`src/design/symb_rate_regs_pkg.sv`:
```
/* Symbol rate register map */
package symb_rate_regs_pkg;

    //////////////////////////////////////////////////
    // Bus geometry

    localparam int AVMM_ADDR_W   = 8;
    localparam int AVMM_DATA_W   = 32;
    localparam int AVMM_BE_W     = AVMM_DATA_W / 8;

    // Byte address bits below the word address
    localparam int WORD_ADDR_LSB = $clog2(AVMM_BE_W);

    //////////////////////////////////////////////////
    // Word addresses

    localparam int ADDR_ID            = 0;
    localparam int ADDR_SCRATCH       = 1;
    localparam int ADDR_SYMB_RATE_SEL = 2;
    localparam int ADDR_SYMB_RATE_DIV = 3;
    localparam int NUM_REGS           = 4;

    //////////////////////////////////////////////////
    // Avalon-MM response codes

    localparam logic [1:0] RESP_OKAY        = 2'b00;
    localparam logic [1:0] RESP_SLAVE_ERROR = 2'b10;

    // Reported in the low half of the ID register
    localparam logic [15:0] MODULE_VERSION = 16'd1;

endpackage

```
`src/design/symb_rate_pkg.sv`:
```
/* Symbol rate datapath types */
package symb_rate_pkg;

    // Width of the rate selection field
    localparam int SYMB_RATE_SEL_W = 2;

    // One complex sample, I in the upper half-word
    typedef struct packed {
        logic signed [15:0] i;
        logic signed [15:0] q;
    } iq_sample_t;

    // Rate selection codes
    // Code 3 is not named and behaves as full rate
    typedef enum logic [SYMB_RATE_SEL_W-1:0] {
        RATE_FULL    = 2'd0,
        RATE_HALF    = 2'd1,
        RATE_QUARTER = 2'd2
    } symb_rate_sel_e;

    // Output samples per input symbol for a selection
    function automatic logic [2:0] rate_divisor(
        input logic [SYMB_RATE_SEL_W-1:0] sel
    );
        case (sel)
            RATE_HALF: begin
                return 3'd2;
            end
            RATE_QUARTER: begin
                return 3'd4;
            end
            default: begin
                return 3'd1;
            end
        endcase
    endfunction

endpackage
```
`src/design/symb_rate_divider_top.sv`:
```
/* TX symbol rate divider */
module symb_rate_divider_top
    import symb_rate_pkg::*;
    import symb_rate_regs_pkg::*;
#(
    parameter logic [15:0]    MODULE_ID             = 16'h0000,
    parameter symb_rate_sel_e DEFAULT_SYMB_RATE_SEL = RATE_FULL
) (
    input  logic                   clk_ifc_avmm,
    input  logic                   rst_i,

    // Avalon-MM control slave
    input  logic [AVMM_ADDR_W-1:0] avmm_address_i,
    input  logic                   avmm_read_i,
    input  logic                   avmm_write_i,
    input  logic [AVMM_DATA_W-1:0] avmm_writedata_i,
    input  logic [AVMM_BE_W-1:0]   avmm_byteenable_i,
    output logic                   avmm_waitrequest_o,
    output logic [AVMM_DATA_W-1:0] avmm_readdata_o,
    output logic                   avmm_readdatavalid_o,
    output logic                   avmm_writeresponsevalid_o,
    output logic [1:0]             avmm_response_o,

    // Symbol stream in
    input  logic                   s_valid_i,
    input  iq_sample_t             s_data_i,
    output logic                   s_ready_o,

    // Sample stream out
    output logic                   m_valid_o,
    output iq_sample_t             m_data_o,
    input  logic                   m_ready_i
);

    symb_rate_sel_e symb_rate_sel;

    logic           sym_valid;
    iq_sample_t     sym_data;
    logic           sym_ready;

    logic           smp_valid;
    iq_sample_t     smp_data;
    logic           smp_ready;

    symb_rate_regs #(
        .MODULE_ID             (MODULE_ID),
        .DEFAULT_SYMB_RATE_SEL (DEFAULT_SYMB_RATE_SEL)
    ) u_regs (
        .clk_ifc_avmm              (clk_ifc_avmm),
        .rst_i                     (rst_i),
        .avmm_address_i            (avmm_address_i),
        .avmm_read_i               (avmm_read_i),
        .avmm_write_i              (avmm_write_i),
        .avmm_writedata_i          (avmm_writedata_i),
        .avmm_byteenable_i         (avmm_byteenable_i),
        .avmm_waitrequest_o        (avmm_waitrequest_o),
        .avmm_readdata_o           (avmm_readdata_o),
        .avmm_readdatavalid_o      (avmm_readdatavalid_o),
        .avmm_writeresponsevalid_o (avmm_writeresponsevalid_o),
        .avmm_response_o           (avmm_response_o),
        .symb_rate_sel_o           (symb_rate_sel)
    );

    stream_skid_buffer #(
        .payload_t (iq_sample_t)
    ) u_in_skid (
        .clk_ifc_avmm (clk_ifc_avmm),
        .rst_i        (rst_i),
        .in_valid_i   (s_valid_i),
        .in_data_i    (s_data_i),
        .in_ready_o   (s_ready_o),
        .out_valid_o  (sym_valid),
        .out_data_o   (sym_data),
        .out_ready_i  (sym_ready)
    );

    symb_rate_interp u_interp (
        .clk_ifc_avmm    (clk_ifc_avmm),
        .rst_i           (rst_i),
        .symb_rate_sel_i (symb_rate_sel),
        .in_valid_i      (sym_valid),
        .in_data_i       (sym_data),
        .in_ready_o      (sym_ready),
        .out_valid_o     (smp_valid),
        .out_data_o      (smp_data),
        .out_ready_i     (smp_ready)
    );

    stream_skid_buffer #(
        .payload_t (iq_sample_t)
    ) u_out_skid (
        .clk_ifc_avmm (clk_ifc_avmm),
        .rst_i        (rst_i),
        .in_valid_i   (smp_valid),
        .in_data_i    (smp_data),
        .in_ready_o   (smp_ready),
        .out_valid_o  (m_valid_o),
        .out_data_o   (m_data_o),
        .out_ready_i  (m_ready_i)
    );

endmodule

```
`src/design/symb_rate_regs.sv`:
```
/* Symbol rate control registers */
module symb_rate_regs
    import symb_rate_pkg::*;
    import symb_rate_regs_pkg::*;
#(
    parameter logic [15:0]    MODULE_ID             = 16'h0000,
    parameter symb_rate_sel_e DEFAULT_SYMB_RATE_SEL = RATE_FULL
) (
    input  logic                   clk_ifc_avmm,
    input  logic                   rst_i,

    input  logic [AVMM_ADDR_W-1:0] avmm_address_i,
    input  logic                   avmm_read_i,
    input  logic                   avmm_write_i,
    input  logic [AVMM_DATA_W-1:0] avmm_writedata_i,
    input  logic [AVMM_BE_W-1:0]   avmm_byteenable_i,
    output logic                   avmm_waitrequest_o,
    output logic [AVMM_DATA_W-1:0] avmm_readdata_o,
    output logic                   avmm_readdatavalid_o,
    output logic                   avmm_writeresponsevalid_o,
    output logic [1:0]             avmm_response_o,

    output symb_rate_sel_e         symb_rate_sel_o
);

    localparam int WORD_ADDR_W = AVMM_ADDR_W - WORD_ADDR_LSB;

    // Apply byteenable to a register word
    function automatic logic [AVMM_DATA_W-1:0] byte_merge(
        input logic [AVMM_DATA_W-1:0] old_word,
        input logic [AVMM_DATA_W-1:0] new_word,
        input logic [AVMM_BE_W-1:0]   be
    );
        logic [AVMM_DATA_W-1:0] merged;
        merged = old_word;
        for (int b = 0; b < AVMM_BE_W; b++) begin
            if (be[b]) begin
                merged[8*b +: 8] = new_word[8*b +: 8];
            end
        end
        return merged;
    endfunction

    logic [WORD_ADDR_W-1:0] word_addr;
    logic                   addr_err;
    logic                   rd_accept;
    logic                   wr_accept;
    logic [AVMM_DATA_W-1:0] rd_word;

    logic                   waitrequest_q;
    logic                   readdatavalid_q;
    logic                   writeresponsevalid_q;
    logic [AVMM_DATA_W-1:0] readdata_q;
    logic [1:0]             response_q;
    logic [AVMM_DATA_W-1:0] scratch_q;
    symb_rate_sel_e         sel_q;

    //////////////////////////////////////////////////
    // Command decode

    assign word_addr = avmm_address_i[AVMM_ADDR_W-1:WORD_ADDR_LSB];
    assign addr_err  = word_addr >= NUM_REGS;
    assign rd_accept = avmm_read_i && !waitrequest_q;
    assign wr_accept = avmm_write_i && !waitrequest_q;

    // Read mux, zero for unmapped words
    always_comb begin
        case (word_addr)
            ADDR_ID:            rd_word = {MODULE_ID, MODULE_VERSION};
            ADDR_SCRATCH:       rd_word = scratch_q;
            ADDR_SYMB_RATE_SEL: rd_word = AVMM_DATA_W'(sel_q);
            ADDR_SYMB_RATE_DIV: rd_word = AVMM_DATA_W'(rate_divisor(sel_q));
            default:            rd_word = '0;
        endcase
    end

    //////////////////////////////////////////////////
    // Register state

    always_ff @(posedge clk_ifc_avmm) begin
        if (rst_i) begin
            waitrequest_q        <= 1'b1;
            readdatavalid_q      <= 1'b0;
            writeresponsevalid_q <= 1'b0;
            scratch_q            <= '0;
            sel_q                <= DEFAULT_SYMB_RATE_SEL;
        end else begin
            waitrequest_q        <= 1'b0;
            readdatavalid_q      <= rd_accept;
            writeresponsevalid_q <= wr_accept;
            // ID and DIV are read-only, writes there fall through
            if (wr_accept && !addr_err) begin
                case (word_addr)
                    ADDR_SCRATCH: begin
                        scratch_q <= byte_merge(scratch_q, avmm_writedata_i,
                                                avmm_byteenable_i);
                    end
                    ADDR_SYMB_RATE_SEL: begin
                        if (avmm_byteenable_i[0]) begin
                            sel_q <= symb_rate_sel_e'(avmm_writedata_i[1:0]);
                        end
                    end
                    default: begin
                    end
                endcase
            end
        end
    end

    // Response payload, one cycle after acceptance
    always_ff @(posedge clk_ifc_avmm) begin
        if (rd_accept || wr_accept) begin
            response_q <= addr_err ? RESP_SLAVE_ERROR : RESP_OKAY;
        end
        if (rd_accept) begin
            readdata_q <= rd_word;
        end
    end

    assign avmm_waitrequest_o        = waitrequest_q;
    assign avmm_readdata_o           = readdata_q;
    assign avmm_readdatavalid_o      = readdatavalid_q;
    assign avmm_writeresponsevalid_o = writeresponsevalid_q;
    assign avmm_response_o           = response_q;
    assign symb_rate_sel_o           = sel_q;

endmodule

```
`src/design/symb_rate_interp.sv`:
```
/* Interpolating rate expander */
module symb_rate_interp
    import symb_rate_pkg::*;
(
    input  logic           clk_ifc_avmm,
    input  logic           rst_i,

    input  symb_rate_sel_e symb_rate_sel_i,

    input  logic           in_valid_i,
    input  iq_sample_t     in_data_i,
    output logic           in_ready_o,

    output logic           out_valid_o,
    output iq_sample_t     out_data_o,
    input  logic           out_ready_i
);

    //////////////////////////////////////////////////
    // Helpers

    // log2 of the divisor, used as the divide shift
    function automatic logic [1:0] div_shift(input logic [2:0] div);
        case (div)
            3'd4: begin
                return 2'd2;
            end
            3'd2: begin
                return 2'd1;
            end
            default: begin
                return 2'd0;
            end
        endcase
    endfunction

    // prev + (cur - prev) * k / N, exact for k in 1..N
    function automatic logic signed [15:0] interp_comp(
        input logic signed [15:0] prev,
        input logic signed [15:0] cur,
        input logic [2:0]         k,
        input logic [1:0]         sh
    );
        logic signed [16:0] diff;
        logic signed [19:0] step;
        logic signed [19:0] sum;
        diff = 17'(cur) - 17'(prev);
        step = diff * $signed({1'b0, k});
        step = step >>> sh;
        sum  = step + 20'(prev);
        return sum[15:0];
    endfunction

    //////////////////////////////////////////////////
    // State

    logic       active_q;
    logic [2:0] div_q;
    logic [2:0] k_q;
    iq_sample_t cur_q;
    iq_sample_t prev_q;

    logic       out_xfer;
    logic       last_xfer;
    logic       accept;
    logic [1:0] sh;

    assign out_xfer  = active_q && out_ready_i;
    assign last_xfer = out_xfer && (k_q == div_q);

    // Next symbol is taken as the last sample of this one leaves
    assign in_ready_o = !active_q || last_xfer;
    assign accept     = in_valid_i && in_ready_o;

    always_ff @(posedge clk_ifc_avmm) begin
        if (rst_i) begin
            active_q <= 1'b0;
            div_q    <= 3'd1;
            k_q      <= 3'd1;
            prev_q   <= '0;
        end else begin
            if (last_xfer) begin
                prev_q <= cur_q;
            end
            if (accept) begin
                // Rate is latched per symbol
                active_q <= 1'b1;
                div_q    <= rate_divisor(symb_rate_sel_i);
                k_q      <= 3'd1;
            end else if (last_xfer) begin
                active_q <= 1'b0;
            end else if (out_xfer) begin
                k_q <= k_q + 3'd1;
            end
        end
    end

    // Symbol payload
    always_ff @(posedge clk_ifc_avmm) begin
        if (accept) begin
            cur_q <= in_data_i;
        end
    end

    //////////////////////////////////////////////////
    // Output sample

    assign sh = div_shift(div_q);

    always_comb begin
        out_data_o.i = interp_comp(prev_q.i, cur_q.i, k_q, sh);
        out_data_o.q = interp_comp(prev_q.q, cur_q.q, k_q, sh);
    end

    assign out_valid_o = active_q;

endmodule

```
`src/design/stream_skid_buffer.sv`:
```
/* Valid/ready skid buffer */
module stream_skid_buffer #(
    parameter type payload_t = logic [31:0]
) (
    input  logic     clk_ifc_avmm,
    input  logic     rst_i,

    input  logic     in_valid_i,
    input  payload_t in_data_i,
    output logic     in_ready_o,

    output logic     out_valid_o,
    output payload_t out_data_o,
    input  logic     out_ready_i
);

    logic     ready_q;
    logic     out_valid_q;
    logic     skid_valid_q;
    payload_t main_q;
    payload_t skid_q;

    logic     in_xfer;
    logic     out_valid_d;
    logic     skid_valid_d;
    logic     load_from_in;
    logic     load_from_skid;
    logic     load_skid;

    assign in_xfer = in_valid_i && ready_q;

    // Next state of the two entries
    always_comb begin
        out_valid_d    = out_valid_q;
        skid_valid_d   = skid_valid_q;
        load_from_in   = 1'b0;
        load_from_skid = 1'b0;
        load_skid      = 1'b0;
        if (!out_valid_q || out_ready_i) begin
            // Main register free or draining this cycle
            if (skid_valid_q) begin
                out_valid_d    = 1'b1;
                skid_valid_d   = 1'b0;
                load_from_skid = 1'b1;
            end else begin
                out_valid_d  = in_xfer;
                load_from_in = in_xfer;
            end
        end else if (in_xfer) begin
            // Downstream stalled, park in skid entry
            skid_valid_d = 1'b1;
            load_skid    = 1'b1;
        end
    end

    always_ff @(posedge clk_ifc_avmm) begin
        if (rst_i) begin
            ready_q      <= 1'b0;
            out_valid_q  <= 1'b0;
            skid_valid_q <= 1'b0;
        end else begin
            ready_q      <= !skid_valid_d;
            out_valid_q  <= out_valid_d;
            skid_valid_q <= skid_valid_d;
        end
    end

    always_ff @(posedge clk_ifc_avmm) begin
        if (load_from_skid) begin
            main_q <= skid_q;
        end else if (load_from_in) begin
            main_q <= in_data_i;
        end
        if (load_skid) begin
            skid_q <= in_data_i;
        end
    end

    assign in_ready_o  = ready_q;
    assign out_valid_o = out_valid_q;
    assign out_data_o  = main_q;

endmodule

```
`config.mk`:
```
export PLATFORM = sky130hd
export DESIGN_NAME = symb_rate_divider_top
export DESIGN_NICKNAME = d
export VERILOG_FILES = /design/src/design/symb_rate_regs_pkg.sv /design/src/design/symb_rate_pkg.sv /design/src/design/symb_rate_divider_top.sv /design/src/design/symb_rate_regs.sv /design/src/design/symb_rate_interp.sv /design/src/design/stream_skid_buffer.sv
export SDC_FILE = /design/constraint.sdc
export NUM_CORES = 1
export LEC_CHECK = 0
export ABC_AREA = 1
export BUFFER_PORTS_ARGS = -buffer_cell sky130_fd_sc_hd__buf_2
export CAP_MARGIN = 40
export CELL_PAD_IN_SITES_DETAIL_PLACEMENT = 0
export CELL_PAD_IN_SITES_GLOBAL_PLACEMENT = 1
export CORE_AREA = 2 2 196 198
export CTS_BUF_LIST = sky130_fd_sc_hd__clkbuf_2
export DETAILED_ROUTE_END_ITERATION = 10
export DIE_AREA = 0 0 198 200
export GPL_ROUTABILITY_DRIVEN = 0
export PLACE_DENSITY = 0.8
export SLEW_MARGIN = 20
export SYNTH_ARGS = -nofsm -noshare
export SYNTH_HDL_FRONTEND = slang
export SYNTH_SLANG_ARGS = --single-unit
```
`constraint.sdc`:
```
create_clock -name clk_ifc_avmm -period 5.9 [get_ports clk_ifc_avmm]
set_input_delay 1.18 -clock clk_ifc_avmm [delete_from_list [all_inputs] [get_ports clk_ifc_avmm]]
set_output_delay 1.18 -clock clk_ifc_avmm [all_outputs]
set_load 0.01 [all_outputs]
```
==> summary.md, run 1 <==
| Metric | Value |
|---|---|
| Outcome | finished clean |
| CTS tree | built |
| Routed wl met3 | about 1.6 mm |
| Initial antenna violation count | 2 |
| Switch share | 31.1% |
| Critical path's most frequent cell | inv_1 |
| Max Transition Viols Final | 0 |
| Worst setup path class | reg -> reg |
| Vias per inst | 4.83 |
| # DRC | 0 |
| EDFF count, synth | 193 |
| Class of the worst hold path | reg -> reg |
| Setup violations, final | 0 |
| Cell Rows | 71 |
| Max Cap Viol | 0 |
| Cts bufs inserted | 75 |
| Slowest stage delay, CP | 0.52 ns |
| Total wire length | 38.9 mm |
| Crit path DAT | 6.25 ns |
| Flop pwr share | 46.7% |
| Share of layout cells above drive strength 1 | around a quarter |
| Area contributors post-synth | edfxtp_1 33%, ha_1 9.7%, dfxtp_1 9.4%, nand2_1 9.3%, inv_1 6.8% |
| Post-synthesis register bit count | roughly 280 |
| Area Overhead vs Synth | 21.1% |
| Final Power | ~4.6 mW |
| Tcrit/Tclk final | 94.7% |
| Antenna-violating nets left | 0 |
| Post-Syn Area | 17400 µm² |
| Power density over the cells | approximately 220 nW/µm² |
| Vias in the first global route | ~13000 |
| DR pass1 iterations | 5 |
| Die width | roughly 200 µm |
| Die height | ~200 µm |
| Worst vdd ir | about 180 µV |
| Clock Skew | 0.0738 ns |
| Number of nets in the layout | roughly 2600 |
| Syn Nets | 2300 |
| Drt wl/cell | 13.5 µm |
| # IOs | 153 |
| Final HPWL DP | 29.5 mm |
| Global-route wire length before repair | a little over 60 mm |
| Cells after DPL | roughly 2700 |
| Max stage delay cell, worst path | fa_1 |
| Clock Power Share | approximately 30% |
| DP Worst Slack | -0.0472 ns |
| Fin cells | between 2000 and 3000 |
| Max layer used | met4 |
| Synthesized area per cell | around 8.5 µm² |
| # clock sinks | between 200 and 300 |
| Starting density of the core | ~47% |
| Number of DRC markers in iteration 0 | around 530 |
| Internal power | about 3.2 mW |
| Final setup margin | between 0.3 and 0.4 ns |
| Most frequent cells after synthesis | 432 x nand2_1, 317 x inv_1, 205 x nor2_1 |
| Max Freq | 179 MHz |
| Switching power | ~1.4 mW |
| Hold Fails Final Rpt | 0 |
| Synth top area share | 33.3% |
| Overflow after GRT | 0 |
| LEAKAGE | between 9 and 10 nW |
| Worst setup SP type | flip-flop |
| Total global-route track usage | between 10% and 20% |
| CP Capture Type | flip-flop |
| WP data required | approximately 6.6 ns |
| Largest net degree at the start of global routing | between 60 and 70 |
| Vias | 14000 |
| Ys async rst share | 0% |
| H-tree level count | 3 |
| Worst R2R Path Depth | 33 |
| Hold path cells | 0 |
| Gate power share | 23.7% |
| Core area | between 30000 and 40000 µm² |
| CTS max path bufs | 3 |
| Port Buffers | around 150 |
| Rel. slew slack | 51.8% |
| Root Driver | clkbuf_2 |
| Tmin final | 5.59 ns |
| Seq/Total Area, Yosys | 42.7% |
| Most frequent cell after synthesis | nand2_1 |
| Clk_lat worst skew | slightly below 1 ns |
| Worst hold margin | between 0.3 and 0.4 ns |
| CTS clk-pin slew, worst paths | around 0.1 ns |
| Worst-path fanout max | 4 |
| Post-layout util | a little under three fifths |
| Post-Synthesis Cells | slightly above 2000 |
| Post-synth top flop | edfxtp_1 |
| Post-synth top area cell | edfxtp_1 |
| Worst slew pin tran | 0.722 ns |
| Metal-1 WL | 19.8 mm |
| Ys Warns | 0 |
| Die area | slightly below 40000 µm² |
| Met2 WL | ~17 mm |
| Yosys cell types | 55 |
## layout by cell type, fill, tap and decap left out, types with 14 or more instances in the layout
| master | instances |
|---|---|
| xor2_1 | 29 |
| edfxtp_1 | 193 |
| inv_1 | 311 |
| xnor2_1 | 14 |
| buf_2 | 149 |
| nor2_2 | 23 |
| dfxtp_1 | 80 |
| a21oi_1 | 97 |
| nand3_1 | 106 |
| nand2_1 | 407 |
| o21ai_1 | 18 |
| nor2_1 | 182 |
| fa_1 | 34 |
| mux2_4 | 30 |
| buf_4 | 93 |
| o21ai_0 | 98 |
| nand2_2 | 26 |
| a21oi_2 | 27 |
| ha_1 | 95 |
| ha_4 | 33 |
| nor3_1 | 31 |
| clkbuf_2 | 112 |
## worst max-delay path, delay by kind of cell (launching register included)
kind | cells | cell delay [ns]
xor gates and xnor gates | 2 | 0.34
AOI/OAI and AO/OA | 5 | 0.74
adders and majority gates | 6 | 1.97
DFF | 1 | 0.42
buffers and inverters | 7 | 0.59
and+or+nand+nor | 13 | 1.22
## worst paths after layout
| path | endpoint | slack (ns) | startpoint |
|---|---|---|---|
| worst max-delay path | u_out_skid.skid_q[14] | 0.31 | u_interp.cur_q[0] |
| worst min-delay path | u_interp.cur_q[2] | 0.36 | u_in_skid.out_data_o[2] |
| worst max register to register | u_out_skid.skid_q[14] | 0.31 | u_interp.cur_q[0] |
| worst min register to register | u_interp.cur_q[2] | 0.36 | u_in_skid.out_data_o[2] |
## state kept, by name, indices dropped and copies added (netlist names), 32 cells and up
name,count
u_out_skid.skid_q,32
u_in_skid.skid_q,32
u_regs.scratch_q,32
u_in_skid.out_data_o,32
u_interp.cur_q,32
u_regs.avmm_readdata_o,32
u_out_skid.out_data_o,32
u_interp.prev_q,32
## power by group through the flow
stage                     Combinational, mW  Clock (mW)  Sequential, mW
after floorplan                       0.651           0            2.21
after global placement                0.911           0            2.21
after detailed placement              0.924           0            2.21
after CTS                             0.943        1.44            2.17
after global routing                   1.24        1.56            2.17
final                                  1.10        1.38            2.17
## layer usage
| metal | global-route usage [%] | vias to the layer above |
|---|---|---|
| met1 | 28.0 | 6421 |
| met4 | 4.96 | 0 |
| met5 | 0 | - |
| li1 | - | 7278 |
| met2 | 29.3 | 229 |
| met3 | 4.00 | 33 |
## stage by stage
stage	setup TNS, ns	area (µm²)
after floorplan	0	17400
after global placement	-0.0129	19100
after detailed placement	-0.0943	19200
after CTS	-0.00920	20000
after global routing	-0.532	21100
final	0	21100
## cells by family (layout without fill, tap and decap cells)
kind of cell / count (synthesis) / in the layout / synth area share [%]
compound gates: 294 / 294 / 9.14
mux: 40 / 40 / 3.18
xor+xnor: 64 / 64 / 3.22
flops: 275 / 275 / 42.7
fa+ha+maj: 171 / 171 / 13.8
other cells: 1 / 6 / 0.0215
simple gates: 826 / 826 / 19.6
buf+inv: 376 / 702 / 8.31
## cell type report
cell class | instances | area (µm²)
fill | 3484 | 16300
multi-input combinational | 1396 | 9570
sequential | 275 | 7440
timing repair buffer | 246 | 1510
inverter | 325 | 1220
tap | 511 | 639
clock buffer | 112 | 561
clock inverter | 19 | 145
antenna | 5 | 12.5
## what timing repair did
| action | in CTS | in global routing |
|---|---|---|
| buffers inserted | 3 | 19 |
| endpoints found under the hold margin | 0 | 0 |
| pin swaps | 3 | 78 |
| hold buffers | 0 | 0 |
| gates resized for setup | 12 | 199 |
| endpoints found under the setup margin | 10 | 33 |
(Power assumes the default switching activity.)
==> run 2: changes to the inputs <==
- RECOVER_POWER: default -> 100
==> summary.md, run 2 (synthesis results as in run 1) <==
| Metric | Value |
|---|---|
| Tcrit/Tclk final | 94.6% (-0.11 points) |
| Drt wl/cell | 13.6 µm (+0.55%) |
| Hold-fix buffers at CTS | 0 (unchanged) |
| Tmin final | 5.58 ns (-0.00674 ns) |
| Vias in the first global route | 13100 (unchanged) |
| # clock sinks | 275 (unchanged) |
| Number of nets in the layout | 2572 (unchanged) |
| Cts bufs inserted | 75 (unchanged) |
| Outcome | finished, violations left |
| Area Overhead vs Synth | 19.4% |
| Root Driver | clkbuf_2 |
| LEAKAGE | 9.25 nW (-4.9%) |
| Global-route wire length before repair | 61.4 mm (unchanged) |
| Die height | 200 µm (unchanged) |
| DP Worst Slack | -0.0472 ns (unchanged) |
| Worst setup path class | reg -> reg |
| Initial antenna violation count | 2 (unchanged) |
| Clock Power Share | 29.7% (about the same) |
| Slowest stage delay, CP | 0.52 ns (about the same) |
| Share of layout cells above drive strength 1 | 19.4% (-5.9 points) |
| Failing checks | capacitance limit, slew limit |
| DR pass1 iterations | 5 (unchanged) |
| Vias | 14000 (+0.32%) |
| Core area | 37400 µm² (unchanged) |
| # DRC | 0 (unchanged) |
| Commonest non-fill, non-tap cell in the layout | nand2_1 |
| Hold Fails Final Rpt | 0 (unchanged) |
| Max Freq | 179 MHz (+0.12%) |
| CTS tree | built |
| Class of the worst hold path | reg -> reg |
| Switch share | 31.1% (+0.082 points) |
| Worst-path fanout max | 4 (unchanged) |
| Setup violations, final | 0 (unchanged) |
| Worst slew pin tran | 2.50 ns (+1.78 ns) |
| Max Transition Viols Final | 234 (+234) |
| Max stage delay cell, worst path | fa_1 |
| Critical path's most frequent cell | inv_1 |
| Internal power | 3.19 mW (-0.49%) |
| Antenna-violating nets left | 0 (unchanged) |
| Final HPWL DP | 29.5 mm (unchanged) |
| Worst setup SP type | flip-flop |
| Largest net degree at the start of global routing | 66 (unchanged) |
| Total global-route track usage | 19.3% (unchanged) |
| Overflow after GRT | 0 (unchanged) |
| Die area | 39600 µm² (unchanged) |
| CTS clk-pin slew, worst paths | 0.10 ns (about the same) |
| Clk_lat worst skew | 0.96 ns (about the same) |
| Number of DRC markers in iteration 0 | 538 (+2.3%) |
| WP data required | 6.56 ns (about the same) |
| Gate power share | 23.4% (-0.3 points) |
| Worst vdd ir | 178 µV (+0.73%) |
| Rel. slew slack | -66.5% (-120 points) |
| # IOs | 153 (unchanged) |
| Post-layout util | 55.6% (-0.84 points) |
| Max Cap Viol | 5 (+5) |
| Crit path DAT | 6.24 ns (about the same) |
| Starting density of the core | 46.6% (unchanged) |
| Clock Skew | 0.0675 ns (-0.00627 ns) |
| Cell Rows | 71 (unchanged) |
| Port Buffers | 149 (unchanged) |
| Power density over the cells | 223 nW/µm² (+1.1%) |
| Switching power | 1.44 mW (-0.10%) |
| Die width | 198 µm (unchanged) |
| Flop pwr share | 46.9% (+0.2 points) |
| Commonest non-fill, non-tap cells in the layout | 408 x nand2_1, 313 x inv_1, 193 x edfxtp_1 |
| H-tree level count | 3 (unchanged) |
| CTS max path bufs | 3 (unchanged) |
| Total wire length | 39.2 mm (+0.55%) |
| Final setup margin | 0.317 ns (+0.00674 ns) |
| CP Capture Type | flip-flop |
| Vias per inst | 4.85 (+0.32%) |
## run 2: cell count changes in the layout (fill, tap and decap cells not counted), moves of 2 or more
cell and delta:
clkbuf_1 +105, buf_2 -98, mux2_1 +29, mux2_4 -29, buf_4 -5, nor2_1 +3
buf_8 -2, inv_1 +2, inv_2 -2, nor2_2 -2
## run 2: repair_timing
action / in CTS / in global routing
setup endpoints to repair: 10 / 33
resized for setup: 12 / 199
pin swaps: 3 / 78
gates cloned: 0 / 0
setup buffers: 3 / 19
## run 2: final timing paths
check	slack, ns	from	endpoint	cells after the start
max	0.32	u_interp.cur_q[0]	u_out_skid.skid_q[14]	33
min	0.37	u_in_skid.out_data_o[2]	u_interp.cur_q[2]	0
max reg2reg	0.32	u_interp.cur_q[0]	u_out_skid.skid_q[14]	33
min reg2reg	0.37	u_in_skid.out_data_o[2]	u_interp.cur_q[2]	0
## run 2: per-stage QoR
step / instances / power (mW) / hold WS [ns] / cell area (µm²) / TNS (ns)
finish: 2889 / 4.63 / 0.365 / 20800 / 0
detailed placement: 2731 / 3.14 / 0.405 / 19200 / -0.0943
global route: 2889 / 4.96 / 0.265 / 20800 / -0.532
global placement: 2727 / 3.12 / 0.404 / 19100 / -0.0129
CTS: 2865 / 4.55 / 0.306 / 20000 / -0.00920
floorplan: 2047 / 2.86 / 0.400 / 17400 / 0
## run 2: routing by layer
layer / up-vias / wire, µm / global-route usage [%]
met5: - / 0 / 0
met4: 0 / 424 / 4.96
met3: 33 / 1750 / 4.00
met2: 263 / 17100 / 29.3
met1: 6433 / 19800 / 28.0
li1: 7276 / - / -
## run 2: power groups by stage
stage          Clock, mW  Combinational [mW]  Sequential [mW]
6_report            1.37                1.08             2.17
5_1_grt             1.56                1.23             2.18
3_5_place_dp           0               0.924             2.21
3_3_place_gp           0               0.911             2.21
4_1_cts             1.44               0.943             2.17
2_1_floorplan          0               0.651             2.21
## run 2: layout make-up
| cell class | instances | area (µm²) |
|---|---|---|
| clock inverters | 19 | 145 |
| well taps | 511 | 639 |
| clock buffers | 112 | 561 |
| inverters | 325 | 1220 |
| multi-input cells | 1396 | 9440 |
| fillers | 3574 | 16600 |
| diodes | 5 | 12.5 |
| flip-flops and latches | 275 | 7440 |
| repair buffers | 246 | 1330 |
## run 2: worst max-delay path, delay by kind of cell (launching register included)
kind | cells | cell delay, ns
simple gates | 13 | 1.22
compound gates | 5 | 0.74
flops | 1 | 0.42
fa+ha+maj | 6 | 1.96
xor+xnor | 2 | 0.34
buf+inv | 7 | 0.59
